<file path="src/ks_res_pkg.sv">
// --------------------------------------------------
// Batch pointers wrap at 2*BATCH_PBS_NB, a power of 2
// wp equal to rp is not a legal batch
// --------------------------------------------------
package ks_res_pkg;

  // --------------------------------------------------
  // Batch and coefficient sizes
  // --------------------------------------------------
  localparam int BATCH_PBS_NB = 4;
  localparam int BPBS_PTR_W   = 3;
  // Holds a batch size of 1 up to BATCH_PBS_NB
  localparam int BPBS_SIZE_W  = $clog2(BATCH_PBS_NB + 1);
  localparam int LWE_COEF_W   = 12;

  // --------------------------------------------------
  // Loop geometry
  // --------------------------------------------------
  localparam int LBX             = 3;
  localparam int LBX_W           = $clog2(LBX);
  // Mask positions plus the body
  localparam int LWE_K_P1        = 8;
  localparam int KS_BLOCK_COL_NB = (LWE_K_P1 + LBX - 1) / LBX;
  localparam int KS_BLOCK_W      = $clog2(KS_BLOCK_COL_NB);
  // Body slot inside the last, shorter block
  localparam int LAST_X          = (LWE_K_P1 % LBX) == 0 ? LBX - 1 : (LWE_K_P1 % LBX) - 1;
  localparam int KS_LOOP_W       = 3;

  // Buffer depths
  localparam int CMD_FIFO_DEPTH  = 4;
  localparam int COEF_FIFO_DEPTH = 2;
  localparam int RES_FIFO_DEPTH  = 4;

  // Register map
  localparam int REG_ADDR_W       = 2;
  localparam int REG_DATA_W       = 16;
  localparam int REG_CTRL_ADDR    = 0;
  localparam int REG_RES_CNT_ADDR = 1;
  localparam int REG_CMD_CNT_ADDR = 2;

  // --------------------------------------------------
  // Words
  // --------------------------------------------------
  typedef struct packed {
    logic [BPBS_PTR_W-1:0] wp;
    logic [BPBS_PTR_W-1:0] rp;
    logic [KS_LOOP_W-1:0]  ks_loop;
  } ks_cmd_t;

  typedef struct packed {
    logic [BATCH_PBS_NB-1:0][LWE_COEF_W-1:0] lwe_a;
    logic [KS_LOOP_W-1:0]                    ks_loop;
    logic [BPBS_PTR_W-1:0]                   wp;
    logic [BPBS_PTR_W-1:0]                   rp;
  } ks_result_t;

  localparam int KS_CMD_W    = $bits(ks_cmd_t);
  localparam int KS_RESULT_W = $bits(ks_result_t);

  // Pointer distance, wraps with the pointer width
  function automatic logic [BPBS_SIZE_W-1:0] batch_size(
    input logic [BPBS_PTR_W-1:0] wp,
    input logic [BPBS_PTR_W-1:0] rp
  );
    logic [BPBS_PTR_W-1:0] diff;
    diff = wp - rp;
    return BPBS_SIZE_W'(diff);
  endfunction

  // Flat loop index from block and slot
  function automatic logic [KS_LOOP_W-1:0] loop_index(
    input logic [KS_BLOCK_W-1:0] blk,
    input logic [LBX_W-1:0]      x
  );
    logic [KS_LOOP_W-1:0] idx;
    idx = KS_LOOP_W'(blk) * KS_LOOP_W'(LBX) + KS_LOOP_W'(x);
    return idx;
  endfunction

endpackage

</file>
<file path="src/ks_fifo_reg.sv">
// --------------------------------------------------
// DEPTH must be 2 or more, no pass-through when full
// Storage has no reset, only the pointers do
// --------------------------------------------------
`timescale 1ns/1ps

module ks_fifo_reg #(
  parameter int WIDTH = 8,
  parameter int DEPTH = 2
) (
  input  logic             clk,
  input  logic             s_rst_n,

  input  logic [WIDTH-1:0] in_data,
  input  logic             in_vld,
  output logic             in_rdy,

  output logic [WIDTH-1:0] out_data,
  output logic             out_vld,
  input  logic             out_rdy
);

  // --------------------------------------------------
  // Storage and pointers
  // --------------------------------------------------
  logic [DEPTH-1:0][WIDTH-1:0]   mem;
  logic [$clog2(DEPTH)-1:0]      wr_ptr;
  logic [$clog2(DEPTH)-1:0]      rd_ptr;
  logic [$clog2(DEPTH+1)-1:0]    fill;

  logic push;
  logic pop;

  assign push = in_vld & in_rdy;
  assign pop  = out_vld & out_rdy;

  // Ready only on free space, independent of in_vld
  assign in_rdy  = fill != DEPTH;
  assign out_vld = fill != '0;
  // Head word straight from the register array
  assign out_data = mem[rd_ptr];

  always_ff @(posedge clk) begin
    if (push) begin
      mem[wr_ptr] <= in_data;
    end
  end

  // Circular pointers, any depth
  always_ff @(posedge clk) begin
    if (!s_rst_n) begin
      wr_ptr <= '0;
      rd_ptr <= '0;
    end else begin
      if (push) begin
        wr_ptr <= (wr_ptr == DEPTH - 1) ? '0 : wr_ptr + 1'b1;
      end
      if (pop) begin
        rd_ptr <= (rd_ptr == DEPTH - 1) ? '0 : rd_ptr + 1'b1;
      end
    end
  end

  // Occupancy
  always_ff @(posedge clk) begin
    if (!s_rst_n) begin
      fill <= '0;
    end else begin
      case ({push, pop})
        2'b10:   fill <= fill + 1'b1;
        2'b01:   fill <= fill - 1'b1;
        // Push with pop keeps the level
        default: fill <= fill;
      endcase
    end
  end

endmodule

</file>
<file path="src/ks_res_format.sv">
// --------------------------------------------------
// Command ks_loop is trusted, not compared to the tracker
// Flush discards buffered inputs, result FIFO kept
// --------------------------------------------------
`timescale 1ns/1ps

module ks_res_format (
  input  logic                               clk,
  input  logic                               s_rst_n,

  input  logic [ks_res_pkg::KS_CMD_W-1:0]    cmd,
  input  logic                               cmd_vld,
  output logic                               cmd_rdy,

  input  logic [ks_res_pkg::LWE_COEF_W-1:0]  coef,
  input  logic                               coef_vld,
  output logic                               coef_rdy,

  input  logic                               flush,

  output logic [ks_res_pkg::KS_RESULT_W-1:0] result,
  output logic                               result_vld,
  input  logic                               result_rdy,

  output logic                               cmd_done,
  output logic                               result_done
);

  // --------------------------------------------------
  // Input buffering
  // --------------------------------------------------
  ks_res_pkg::ks_cmd_t                       s0_cmd;
  logic                                      s0_cmd_vld;
  logic                                      s0_cmd_rdy;
  logic [ks_res_pkg::LWE_COEF_W-1:0]         s0_coef;
  logic                                      s0_coef_vld;
  logic                                      s0_coef_rdy;

  ks_fifo_reg #(
    .WIDTH (ks_res_pkg::KS_CMD_W),
    .DEPTH (ks_res_pkg::CMD_FIFO_DEPTH)
  ) cmd_fifo_i (
    .clk      (clk),
    .s_rst_n  (s_rst_n),
    .in_data  (cmd),
    .in_vld   (cmd_vld),
    .in_rdy   (cmd_rdy),
    .out_data (s0_cmd),
    .out_vld  (s0_cmd_vld),
    .out_rdy  (s0_cmd_rdy)
  );

  ks_fifo_reg #(
    .WIDTH (ks_res_pkg::LWE_COEF_W),
    .DEPTH (ks_res_pkg::COEF_FIFO_DEPTH)
  ) coef_fifo_i (
    .clk      (clk),
    .s_rst_n  (s_rst_n),
    .in_data  (coef),
    .in_vld   (coef_vld),
    .in_rdy   (coef_rdy),
    .out_data (s0_coef),
    .out_vld  (s0_coef_vld),
    .out_rdy  (s0_coef_rdy)
  );

  // --------------------------------------------------
  // Flush drain
  // --------------------------------------------------
  logic drain_q;
  logic drain;

  // Held until both input heads run dry
  assign drain = flush | drain_q;

  always_ff @(posedge clk) begin
    if (!s_rst_n) begin
      drain_q <= 1'b0;
    end else begin
      drain_q <= drain & (s0_cmd_vld | s0_coef_vld);
    end
  end

  // --------------------------------------------------
  // Loop tracker
  // --------------------------------------------------
  logic [ks_res_pkg::KS_BLOCK_W-1:0]         blk_cnt;
  logic [ks_res_pkg::LBX_W-1:0]              x_cnt;
  logic                                      last_blk;
  logic                                      last_x;
  logic                                      is_body;
  logic                                      do_inc;
  ks_res_pkg::ks_result_t                    res_in;
  logic                                      res_in_vld;
  logic                                      res_in_rdy;

  assign last_blk = blk_cnt == ks_res_pkg::KS_BLOCK_COL_NB - 1;
  // Last block is shorter, it stops at the body
  assign last_x   = last_blk ? (x_cnt == ks_res_pkg::LAST_X) : (x_cnt == ks_res_pkg::LBX - 1);
  assign is_body  = last_blk & last_x;
  assign do_inc   = (is_body & s0_cmd_vld) | (res_in_vld & res_in_rdy);

  always_ff @(posedge clk) begin
    if (!s_rst_n || drain) begin
      blk_cnt <= '0;
      x_cnt   <= '0;
    end else if (do_inc) begin
      x_cnt <= last_x ? '0 : x_cnt + 1'b1;
      if (last_x) begin
        blk_cnt <= last_blk ? '0 : blk_cnt + 1'b1;
      end
    end
  end

  // --------------------------------------------------
  // Batch gatherer
  // --------------------------------------------------
  logic [ks_res_pkg::BPBS_SIZE_W-1:0]        coef_cnt;
  logic [ks_res_pkg::BPBS_SIZE_W-1:0]        bsize_m1;
  logic                                      last_coef;
  logic                                      coef_take;
  logic [ks_res_pkg::BATCH_PBS_NB-1:0][ks_res_pkg::LWE_COEF_W-1:0] lwe_a;
  logic [ks_res_pkg::BATCH_PBS_NB-1:0][ks_res_pkg::LWE_COEF_W-1:0] lwe_d;

  assign bsize_m1  = ks_res_pkg::batch_size(s0_cmd.wp, s0_cmd.rp) - 1'b1;
  assign last_coef = coef_cnt == bsize_m1;

  // Last coefficient only leaves with room for its result
  assign s0_coef_rdy = drain | (s0_cmd_vld & ~is_body & (~last_coef | res_in_rdy));
  assign coef_take   = s0_coef_vld & s0_coef_rdy & ~drain;
  // Retire on the body or on the last result of the block
  assign s0_cmd_rdy  = drain | is_body | (res_in_rdy & s0_coef_vld & last_coef & last_x);

  always_ff @(posedge clk) begin
    if (!s_rst_n || drain) begin
      coef_cnt <= '0;
    end else if (coef_take) begin
      coef_cnt <= last_coef ? '0 : coef_cnt + 1'b1;
    end
  end

  // Slots past the batch size keep old values
  always_comb begin
    for (int i = 0; i < ks_res_pkg::BATCH_PBS_NB; i++) begin
      lwe_d[i] = (coef_take && coef_cnt == i) ? s0_coef : lwe_a[i];
    end
  end

  always_ff @(posedge clk) begin
    lwe_a <= lwe_d;
  end

  // --------------------------------------------------
  // Result build and output buffering
  // --------------------------------------------------
  assign res_in_vld     = s0_cmd_vld & ~is_body & s0_coef_vld & last_coef & ~drain;
  // Bypass so the last coefficient lands in this result
  assign res_in.lwe_a   = lwe_d;
  assign res_in.ks_loop = ks_res_pkg::loop_index(blk_cnt, x_cnt);
  assign res_in.wp      = s0_cmd.wp;
  assign res_in.rp      = s0_cmd.rp;

  ks_fifo_reg #(
    .WIDTH (ks_res_pkg::KS_RESULT_W),
    .DEPTH (ks_res_pkg::RES_FIFO_DEPTH)
  ) res_fifo_i (
    .clk      (clk),
    .s_rst_n  (s_rst_n),
    .in_data  (res_in),
    .in_vld   (res_in_vld),
    .in_rdy   (res_in_rdy),
    .out_data (result),
    .out_vld  (result_vld),
    .out_rdy  (result_rdy)
  );

  // Event pulses for the counters
  assign cmd_done    = s0_cmd_vld & s0_cmd_rdy & ~drain;
  assign result_done = res_in_vld & res_in_rdy;

endmodule

</file>
<file path="src/ks_res_regs.sv">
// --------------------------------------------------
// Single-cycle port, read data one cycle after address
// Counters wrap, flush bit self-clears
// --------------------------------------------------
`timescale 1ns/1ps

module ks_res_regs (
  input  logic                              clk,
  input  logic                              s_rst_n,

  input  logic                              reg_wr,
  input  logic [ks_res_pkg::REG_ADDR_W-1:0] reg_addr,
  input  logic [ks_res_pkg::REG_DATA_W-1:0] reg_wdata,
  output logic [ks_res_pkg::REG_DATA_W-1:0] reg_rdata,

  output logic                              flush,
  input  logic                              cmd_done,
  input  logic                              result_done
);

  // --------------------------------------------------
  // Write decode
  // --------------------------------------------------
  logic ctrl_wr;

  assign ctrl_wr = reg_wr && (reg_addr == ks_res_pkg::REG_CTRL_ADDR);

  // One-cycle pulse, bit 0 of the control word
  always_ff @(posedge clk) begin
    if (!s_rst_n) begin
      flush <= 1'b0;
    end else begin
      flush <= ctrl_wr & reg_wdata[0];
    end
  end

  // --------------------------------------------------
  // Event counters
  // --------------------------------------------------
  logic [ks_res_pkg::REG_DATA_W-1:0] res_cnt;
  logic [ks_res_pkg::REG_DATA_W-1:0] cmd_cnt;

  always_ff @(posedge clk) begin
    if (!s_rst_n) begin
      res_cnt <= '0;
      cmd_cnt <= '0;
    end else begin
      // Wrap at full width
      if (result_done) begin
        res_cnt <= res_cnt + 1'b1;
      end
      if (cmd_done) begin
        cmd_cnt <= cmd_cnt + 1'b1;
      end
    end
  end

  // --------------------------------------------------
  // Read mux
  // --------------------------------------------------
  always_ff @(posedge clk) begin
    if (!s_rst_n) begin
      reg_rdata <= '0;
    end else begin
      case (reg_addr)
        ks_res_pkg::REG_RES_CNT_ADDR: reg_rdata <= res_cnt;
        ks_res_pkg::REG_CMD_CNT_ADDR: reg_rdata <= cmd_cnt;
        // Control reads back as zero
        default:                      reg_rdata <= '0;
      endcase
    end
  end

endmodule

</file>
<file path="src/ks_res_top.sv">
// --------------------------------------------------
// All streams valid/ready, no stage added here
// --------------------------------------------------
`timescale 1ns/1ps

module ks_res_top (
  input  logic                               clk,
  input  logic                               s_rst_n,

  // Command stream
  input  logic [ks_res_pkg::KS_CMD_W-1:0]    cmd,
  input  logic                               cmd_vld,
  output logic                               cmd_rdy,

  // Coefficient stream
  input  logic [ks_res_pkg::LWE_COEF_W-1:0]  coef,
  input  logic                               coef_vld,
  output logic                               coef_rdy,

  // Result stream
  output logic [ks_res_pkg::KS_RESULT_W-1:0] result,
  output logic                               result_vld,
  input  logic                               result_rdy,

  // Register port
  input  logic                               reg_wr,
  input  logic [ks_res_pkg::REG_ADDR_W-1:0]  reg_addr,
  input  logic [ks_res_pkg::REG_DATA_W-1:0]  reg_wdata,
  output logic [ks_res_pkg::REG_DATA_W-1:0]  reg_rdata
);

  // --------------------------------------------------
  // Formatter to register block
  // --------------------------------------------------
  logic flush;
  logic cmd_done;
  logic result_done;

  ks_res_format ks_res_format_i (
    .clk         (clk),
    .s_rst_n     (s_rst_n),
    .cmd         (cmd),
    .cmd_vld     (cmd_vld),
    .cmd_rdy     (cmd_rdy),
    .coef        (coef),
    .coef_vld    (coef_vld),
    .coef_rdy    (coef_rdy),
    .flush       (flush),
    .result      (result),
    .result_vld  (result_vld),
    .result_rdy  (result_rdy),
    .cmd_done    (cmd_done),
    .result_done (result_done)
  );

  // Flush control and event counters
  ks_res_regs ks_res_regs_i (
    .clk         (clk),
    .s_rst_n     (s_rst_n),
    .reg_wr      (reg_wr),
    .reg_addr    (reg_addr),
    .reg_wdata   (reg_wdata),
    .reg_rdata   (reg_rdata),
    .flush       (flush),
    .cmd_done    (cmd_done),
    .result_done (result_done)
  );

endmodule
</file>
<file path="config.mk">
export PLATFORM = sky130hd
export DESIGN_NAME = ks_res_top
export DESIGN_NICKNAME = d
export VERILOG_FILES = /design/src/ks_res_pkg.sv /design/src/ks_fifo_reg.sv /design/src/ks_res_format.sv /design/src/ks_res_regs.sv /design/src/ks_res_top.sv
export SDC_FILE = /design/constraint.sdc
export NUM_CORES = 1
export LEC_CHECK = 0
export ABC_AREA = 1
export ABC_CLOCK_PERIOD_IN_PS = 7300
export BUFFER_PORTS_ARGS = -buffer_cell sky130_fd_sc_hd__buf_2
export CAP_MARGIN = 0
export CORE_MARGIN = 2
export CORE_UTILIZATION = 54
export DETAILED_ROUTE_END_ITERATION = 7
export GPL_TIMING_DRIVEN = 1
export PLACE_DENSITY = 0.73
export SKIP_LAST_GASP = 1
export SLEW_MARGIN = 15
export SYNTH_ARGS = -nofsm -noshare
export SYNTH_HDL_FRONTEND = slang
export SYNTH_HIERARCHICAL = 1
export SYNTH_SLANG_ARGS = --single-unit
</file>
<file path="constraint.sdc">
create_clock -name clk -period 7.3 [get_ports clk]
set_clock_uncertainty 0.15 [all_clocks]
set_input_delay 0.73 -clock clk [delete_from_list [all_inputs] [get_ports clk]]
set_output_delay 0.73 -clock clk [all_outputs]
set_load 0.1 [all_outputs]
</file>
# Word-level counts from Yosys, hierarchy flattened
# Cells that the tools add are included.
# totals
in_bits,45
elab_cells,165
out_inout_bits,76
regBits,411
# op_classes
magnitude_cmp,9
n_mul,1
bitwise,30
mux,33
addsub,20
n_reduce_logical,19
eq_ne,22
# op_table
op,n
bitwise mux 228 bit,1
binary-select mux 57 bit (select 2 bit),1
demux 57 bit (select 2 bit),1
two-way mux 57 bit,2
two-way mux 12 bit,7
bitwise mux 36 bit,1
adder 16 x 1 -> 16 bit (second input constant),2
one-hot mux 16 bit (2 select lines),1
bitwise mux 24 bit,1
AND 1 bit,20
== test 2 bit (second input constant),10
binary-select mux 9 bit (select 2 bit),1
demux 9 bit (select 2 bit),1
two-way mux 9 bit,2
adder 2 x 1 -> 2 bit (second input constant),7
demux 12 bit (select 1 bit),1
< comparator 2 x 3 -> 1 bit (second input constant),4
two-way mux 2 bit,6
one-hot mux 3 bit (2 select lines),2
== test 2 x 1 -> 1 bit (second input constant),5
adder 3 x 1 -> 3 bit (second input constant),3
subtractor 3 x 1 -> 3 bit (second input constant),3
logical AND 1 bit,8
nonzero test 2 bit,4
24 further kinds,40

# Logic depth before layout (Yosys ltp)
# logic_depth
word_depth,14
depth_mapped,26
mapped_depth_nobuf,25

# Hierarchy
# Netlist, hierarchy kept.
# by_module_without_submodules
mod,seq_area_each_um2,area_each_um2,instances,cells_each
ks_fifo_reg (ks_res_format_i.res_fifo_i),6986.7,8941.1,1,618
ks_res_format,1121.1,2384.8,1,283
ks_res_regs,980.9,2190.9,1,307
ks_fifo_reg (ks_res_format_i.cmd_fifo_i),1221.2,1813.0,1,153
ks_fifo_reg (ks_res_format_i.coef_fifo_i),800.8,1116.1,1,97

# Least setup slack after synthesis
# OpenSTA, ideal clock, no wires.
# synth_timing
kind,reg2reg
from,register ks_res_format_i.cmd_fifo_i.rd_ptr[0]
to,"register ks_res_format_i/res_fifo_i/mem[0] (netlist name), enable pin"
path_stages_with_launch,15
setup_slack_ps,1954
setup_time_ps,472
t_arrival_ps,4724
synth_period_minus_slack_ps,5346
required_time_ps,6678
path_buffers,2
cell_sequence,dfxtp_1 buf_6 buf_8 nor2_1 o22ai_1 inv_1 ha_1 fa_1 xor2_1 nor2_1 and2_4 inv_1 nor2_1 nand2_2 nor2_1
# synth_lines
element,line,rtl
start: declaration,ks_fifo_reg.sv:28,logic [$clog2(DEPTH)-1:0] rd_ptr;
start signal: assignment,ks_fifo_reg.sv:59,rd_ptr <= (rd_ptr == DEPTH - 1) ? '0 : rd_ptr + 1'b1;
end signal: indexed assignment,ks_fifo_reg.sv:45,mem[wr_ptr] <= in_data;
end: declaration,ks_fifo_reg.sv:26,logic [DEPTH-1:0][WIDTH-1:0] mem;

==> impl_results.html <==
<table>
<tr><th>Metric</th><th>Value</th></tr>
<tr><th colspan="2">Status</th></tr>
<tr><td>Outcome</td><td>finished, final reports clean</td></tr>
<tr><th colspan="2">CTS</th></tr>
<tr><td>CTS Buf Count</td><td>40</td></tr>
<tr><td>Post-CTS sizing</td><td>0</td></tr>
<tr><td>Number of H-tree levels</td><td>2</td></tr>
<tr><td>Clk_lat worst skew</td><td>around 520 ps</td></tr>
<tr><td>Number of sinks on the clock net</td><td>around 400</td></tr>
<tr><td>Clock tree from TritonCTS</td><td>yes</td></tr>
<tr><td>Clk buf depth</td><td>3</td></tr>
<tr><td>CTS Root Buffer Type</td><td>clkbuf_16</td></tr>
<tr><td>Clock transition time at the flip-flop clock pins of the worst setup and hold paths</td><td>60 ps</td></tr>
<tr><td>Setup bufs post-CTS</td><td>0</td></tr>
<tr><td>Hold-fix buffers, CTS</td><td>0</td></tr>
<tr><th colspan="2">Floorplanning</th></tr>
<tr><td>Die extent in y</td><td>~180 um</td></tr>
<tr><td>Area of the die</td><td>~31,000 um^2</td></tr>
<tr><td>Initial core utilization</td><td>0.545</td></tr>
<tr><td>Horizontal die dimension</td><td>roughly 180 um</td></tr>
<tr><td>Area of the placeable core</td><td>between 20,000 and 30,000 um^2</td></tr>
<tr><td>Number of rows created at floorplan</td><td>63</td></tr>
<tr><td>I/O pin count</td><td>roughly 120</td></tr>
<tr><th colspan="2">Pwr</th></tr>
<tr><td>Power per cell area</td><td>~410 nW/um^2</td></tr>
<tr><td>Cell leakage power</td><td>between 6 and 7 nW</td></tr>
<tr><td>Peak supply drop</td><td>between 0.3 and 0.4 mV</td></tr>
<tr><th colspan="2">Placement</th></tr>
<tr><td>Number of buffers added on ports</td><td>102</td></tr>
<tr><td>Total cell area at the placement stage</td><td>between 15,000 and 20,000 um^2</td></tr>
<tr><td>Gp weighted congestion</td><td>0.825</td></tr>
<tr><td>HPWL after detailed placement</td><td>19,300 um</td></tr>
<tr><td>Worst slack, placed</td><td>between 2000 and 2500 ps</td></tr>
<tr><th colspan="2">Timing</th></tr>
<tr><td>Min cycle time layout</td><td>approximately 5000 ps</td></tr>
<tr><td>Period utilisation layout</td><td>0.668</td></tr>
<tr><td>Post-route worst setup slack</td><td>approximately 2400 ps</td></tr>
<tr><td>Maximum clock rate</td><td>slightly above 200 MHz</td></tr>
<tr><td>Final Hold Violating Endpoints</td><td>0</td></tr>
<tr><td>Total count of max-transition violations in the final report</td><td>0</td></tr>
<tr><td>Setup-violating endpoint count in the final report</td><td>0</td></tr>
<tr><td>Final TNS setup</td><td>0 ps</td></tr>
<tr><td>Setup repair after global routing missed its margin</td><td>no</td></tr>
<tr><td>Max-slew headroom at the worst pin</td><td>0.237</td></tr>
<tr><td>Transition time at the pin with the least slew margin</td><td>roughly 1100 ps</td></tr>
<tr><th colspan="2">Setup path</th></tr>
<tr><td>CP arrival</td><td>about 5000 ps</td></tr>
<tr><td>Top fanout value on the critical path</td><td>32</td></tr>
<tr><td>Launch point of the worst reg-to-reg path</td><td>ks_res_format_i/cmd_fifo_i/rd_ptr[0]</td></tr>
<tr><td>Nature of the critical path startpoint</td><td>flop</td></tr>
<tr><td>Nature of the critical path endpoint</td><td>flop</td></tr>
<tr><td>Worst r2r dst</td><td>ks_res_format_i/res_fifo_i/mem[162]</td></tr>
<tr><td>Critical-path top delay cell</td><td>nor2_4</td></tr>
<tr><td>R2R Setup Slk</td><td>2430 ps</td></tr>
<tr><td>Top cell family by delay on the critical path</td><td>simple AND/OR/NAND/NOR gates</td></tr>
<tr><td>Crit path kind</td><td>flop to flop</td></tr>
<tr><td>Path depth of the worst reg2reg path</td><td>13</td></tr>
<tr><td>Ordered list of cells on the worst path</td><td>inv_2 -&gt; o21ai_0 -&gt; o22ai_1 -&gt; ha_1 -&gt; fa_1 -&gt; xor2_1 -&gt; nor2_1 -&gt; and2_4 -&gt; inv_1 -&gt; nor2_1 -&gt; nand2_2 -&gt; nor2_4 -&gt; buf_4</td></tr>
<tr><td>Required time of the critical path</td><td>7330 ps</td></tr>
<tr><td>Count of buffering cells on the critical path with inverters included</td><td>3</td></tr>
<tr><td>Cell seen most often among critical-path stages</td><td>nor2_1</td></tr>
<tr><td>CP max stage delay</td><td>between 900 and 1000 ps</td></tr>
<tr><th colspan="2">Yosys</th></tr>
<tr><td>Post-synthesis instance total</td><td>approximately 1,400</td></tr>
<tr><td>Yosys synthesis warning count</td><td>6</td></tr>
<tr><td>Combined area of all synthesized cells</td><td>~16,000 um^2</td></tr>
<tr><td>Average cell area after synthesis</td><td>11.2 um^2</td></tr>
<tr><td>Net count of the mapped netlist</td><td>~1,500</td></tr>
<tr><th colspan="2">Layout</th></tr>
<tr><td>Number of inserted diodes</td><td>0</td></tr>
<tr><td>Number of inserted filler cells in the final layout</td><td>approximately 2,300</td></tr>
<tr><td>Share of layout cells above drive strength 1</td><td>0.146</td></tr>
<tr><td>Nets@finish</td><td>~1,600</td></tr>
<tr><td>Footprint of the multi-input gates</td><td>4470 um^2</td></tr>
<tr><td>Area of all sequential standard cells</td><td>around 11,000 um^2</td></tr>
<tr><td>Layout Cell Area excl Fill</td><td>around 18,000 um^2</td></tr>
<tr><td>Area delta synth-&gt;final</td><td>11.9%</td></tr>
<tr><th colspan="2">Route</th></tr>
<tr><td>Number of nets with antenna violations after routing</td><td>0</td></tr>
<tr><td>Total routed wirelength</td><td>about 32,000 um</td></tr>
<tr><td>Count of TritonRoute iterations in the first routing pass</td><td>7</td></tr>
<tr><td>Drt wl/cell</td><td>16.4 um</td></tr>
<tr><td>First DRT Iteration DRCs</td><td>around 650</td></tr>
<tr><td>Vias/cell</td><td>~5.3</td></tr>
<tr><td>Via Count</td><td>between 10,000 and 15,000</td></tr>
<tr><td>DRC violations left</td><td>0</td></tr>
<tr><th colspan="2">Min path</th></tr>
<tr><td>Worst Hold Depth</td><td>1</td></tr>
<tr><td>Worst hold-check path type</td><td>primary input to flop</td></tr>
<tr><td>Hold path startpoint</td><td>coef[3]</td></tr>
<tr><td>End of the worst hold path</td><td>ks_res_format_i/coef_fifo_i/mem[3]</td></tr>
<tr><th colspan="2">Global routing</th></tr>
<tr><td>Number of antenna violations at the first check in global routing</td><td>0</td></tr>
<tr><td>Total routing resource utilization after global routing</td><td>0.206</td></tr>
<tr><td>Global-route wire length before repair</td><td>about 50,000 um</td></tr>
<tr><td>Number of global-route vias before repair</td><td>~9,700</td></tr>
<tr><td>Maximum number of pins on one net before global-route repair</td><td>between 100 and 150</td></tr>
<tr><td>Sum of overflow across all layers after global routing</td><td>0</td></tr>
<tr><th colspan="2">Job</th></tr>
<tr><td>Max-cap violations</td><td>0</td></tr>
</table>
sequential cells by signal, indices dropped and copies added (netlist names), 2 cells and up:
name / flops
ks_res_format_i/cmd_fifo_i/fill: 3
ks_res_format_i/coef_fifo_i/mem: 24
ks_res_regs_i/res_cnt: 16
ks_res_regs_i/cmd_cnt: 16
ks_res_format_i/x_cnt: 2
ks_res_format_i/lwe_a: 48
ks_res_format_i/res_fifo_i/rd_ptr: 2
ks_res_format_i/cmd_fifo_i/rd_ptr: 2
ks_res_format_i/blk_cnt: 2
ks_res_format_i/coef_cnt: 3
ks_res_regs_i/reg_rdata: 16
ks_res_format_i/coef_fifo_i/fill: 2
ks_res_format_i/res_fifo_i/wr_ptr: 2
ks_res_format_i/cmd_fifo_i/mem: 24
ks_res_format_i/res_fifo_i/fill: 3
ks_res_format_i/cmd_fifo_i/wr_ptr: 2
ks_res_format_i/res_fifo_i/mem: 228
placed cells by master (no fill, tap or decap), drive strengths merged, types with 2 or more instances in the layout:
cell,instances
a211oi,2
a21oi,49
and2,2
buf,108
clkbuf,57
clkinv,12
dfxtp,123
edfxtp,276
fa,4
ha,29
inv,102
nand2,242
nand3,29
nand3b,5
nand4,8
nor2,228
nor3,7
o21ai,194
o22ai,63
xnor2,3
xor2,3
where the power goes:
| group | internal [W] | switching (W) |
|---|---|---|
| Clock | 0.00114 | 0.000796 |
| Sequential | 0.00268 | 0.0000966 |
| Combinational | 0.000416 | 0.00229 |
| Total | 0.00423 | 0.00318 |
routing by layer:
metal	GRT usage	share of wire
met1	0.273	0.43
met2	0.349	0.49
met3	0.0338	0.052
met4	0.0651	0.024
met5	0	0
metrics by stage:
| step | cells | power (W) | hold WS [ps] | utilization |
|---|---|---|---|---|
| after floorplan | 1431 | 0.00507 | 295 | - |
| after global placement | 1869 | 0.00549 | 313 | 0.566 |
| after detailed placement | 1869 | 0.00554 | 313 | 0.566 |
| after CTS | 1941 | 0.00747 | 236 | 0.609 |
| after global routing | 1941 | 0.00772 | 232 | 0.609 |
| final | 1941 | 0.00741 | 256 | 0.609 |
worst max-delay path by stage:
stage,start,depth (start not counted),slack (ps),endpoint
floorplan,ks_res_format_i/cmd_fifo_i/rd_ptr[0],14,1980,ks_res_format_i/res_fifo_i/mem[0]
global placement,ks_res_format_i/cmd_fifo_i/rd_ptr[0],16,2500,ks_res_format_i/res_fifo_i/mem[169]
detailed placement,ks_res_format_i/cmd_fifo_i/rd_ptr[0],16,2400,ks_res_format_i/res_fifo_i/mem[169]
CTS,ks_res_format_i/cmd_fifo_i/rd_ptr[0],13,2400,ks_res_format_i/res_fifo_i/mem[162]
global route,ks_res_format_i/cmd_fifo_i/rd_ptr[0],16,1990,ks_res_format_i/res_fifo_i/mem[161]
finish,ks_res_format_i/cmd_fifo_i/rd_ptr[0],13,2430,ks_res_format_i/res_fifo_i/mem[162]
worst register-to-register path: stages, from the launching register on:
cell	delay [ps]
dfxtp_1	690
inv_2	230
o21ai_0	230
o22ai_1	170
ha_1	240
fa_1	450
xor2_1	150
nor2_1	140
and2_4	210
inv_1	60
nor2_1	110
nand2_2	210
nor2_4	930
buf_4	550
layout make-up:
cell class,count,share of cell area
Clock buffer,57,0.0645
Clock inverter,15,0.00594
Inverter,101,0.0217
Multi-Input combinational cell,871,0.249
Sequential cell,399,0.600
Tap cell,390,0.0272
Timing Repair Buffer,108,0.0310
(Power assumes the default switching activity.)
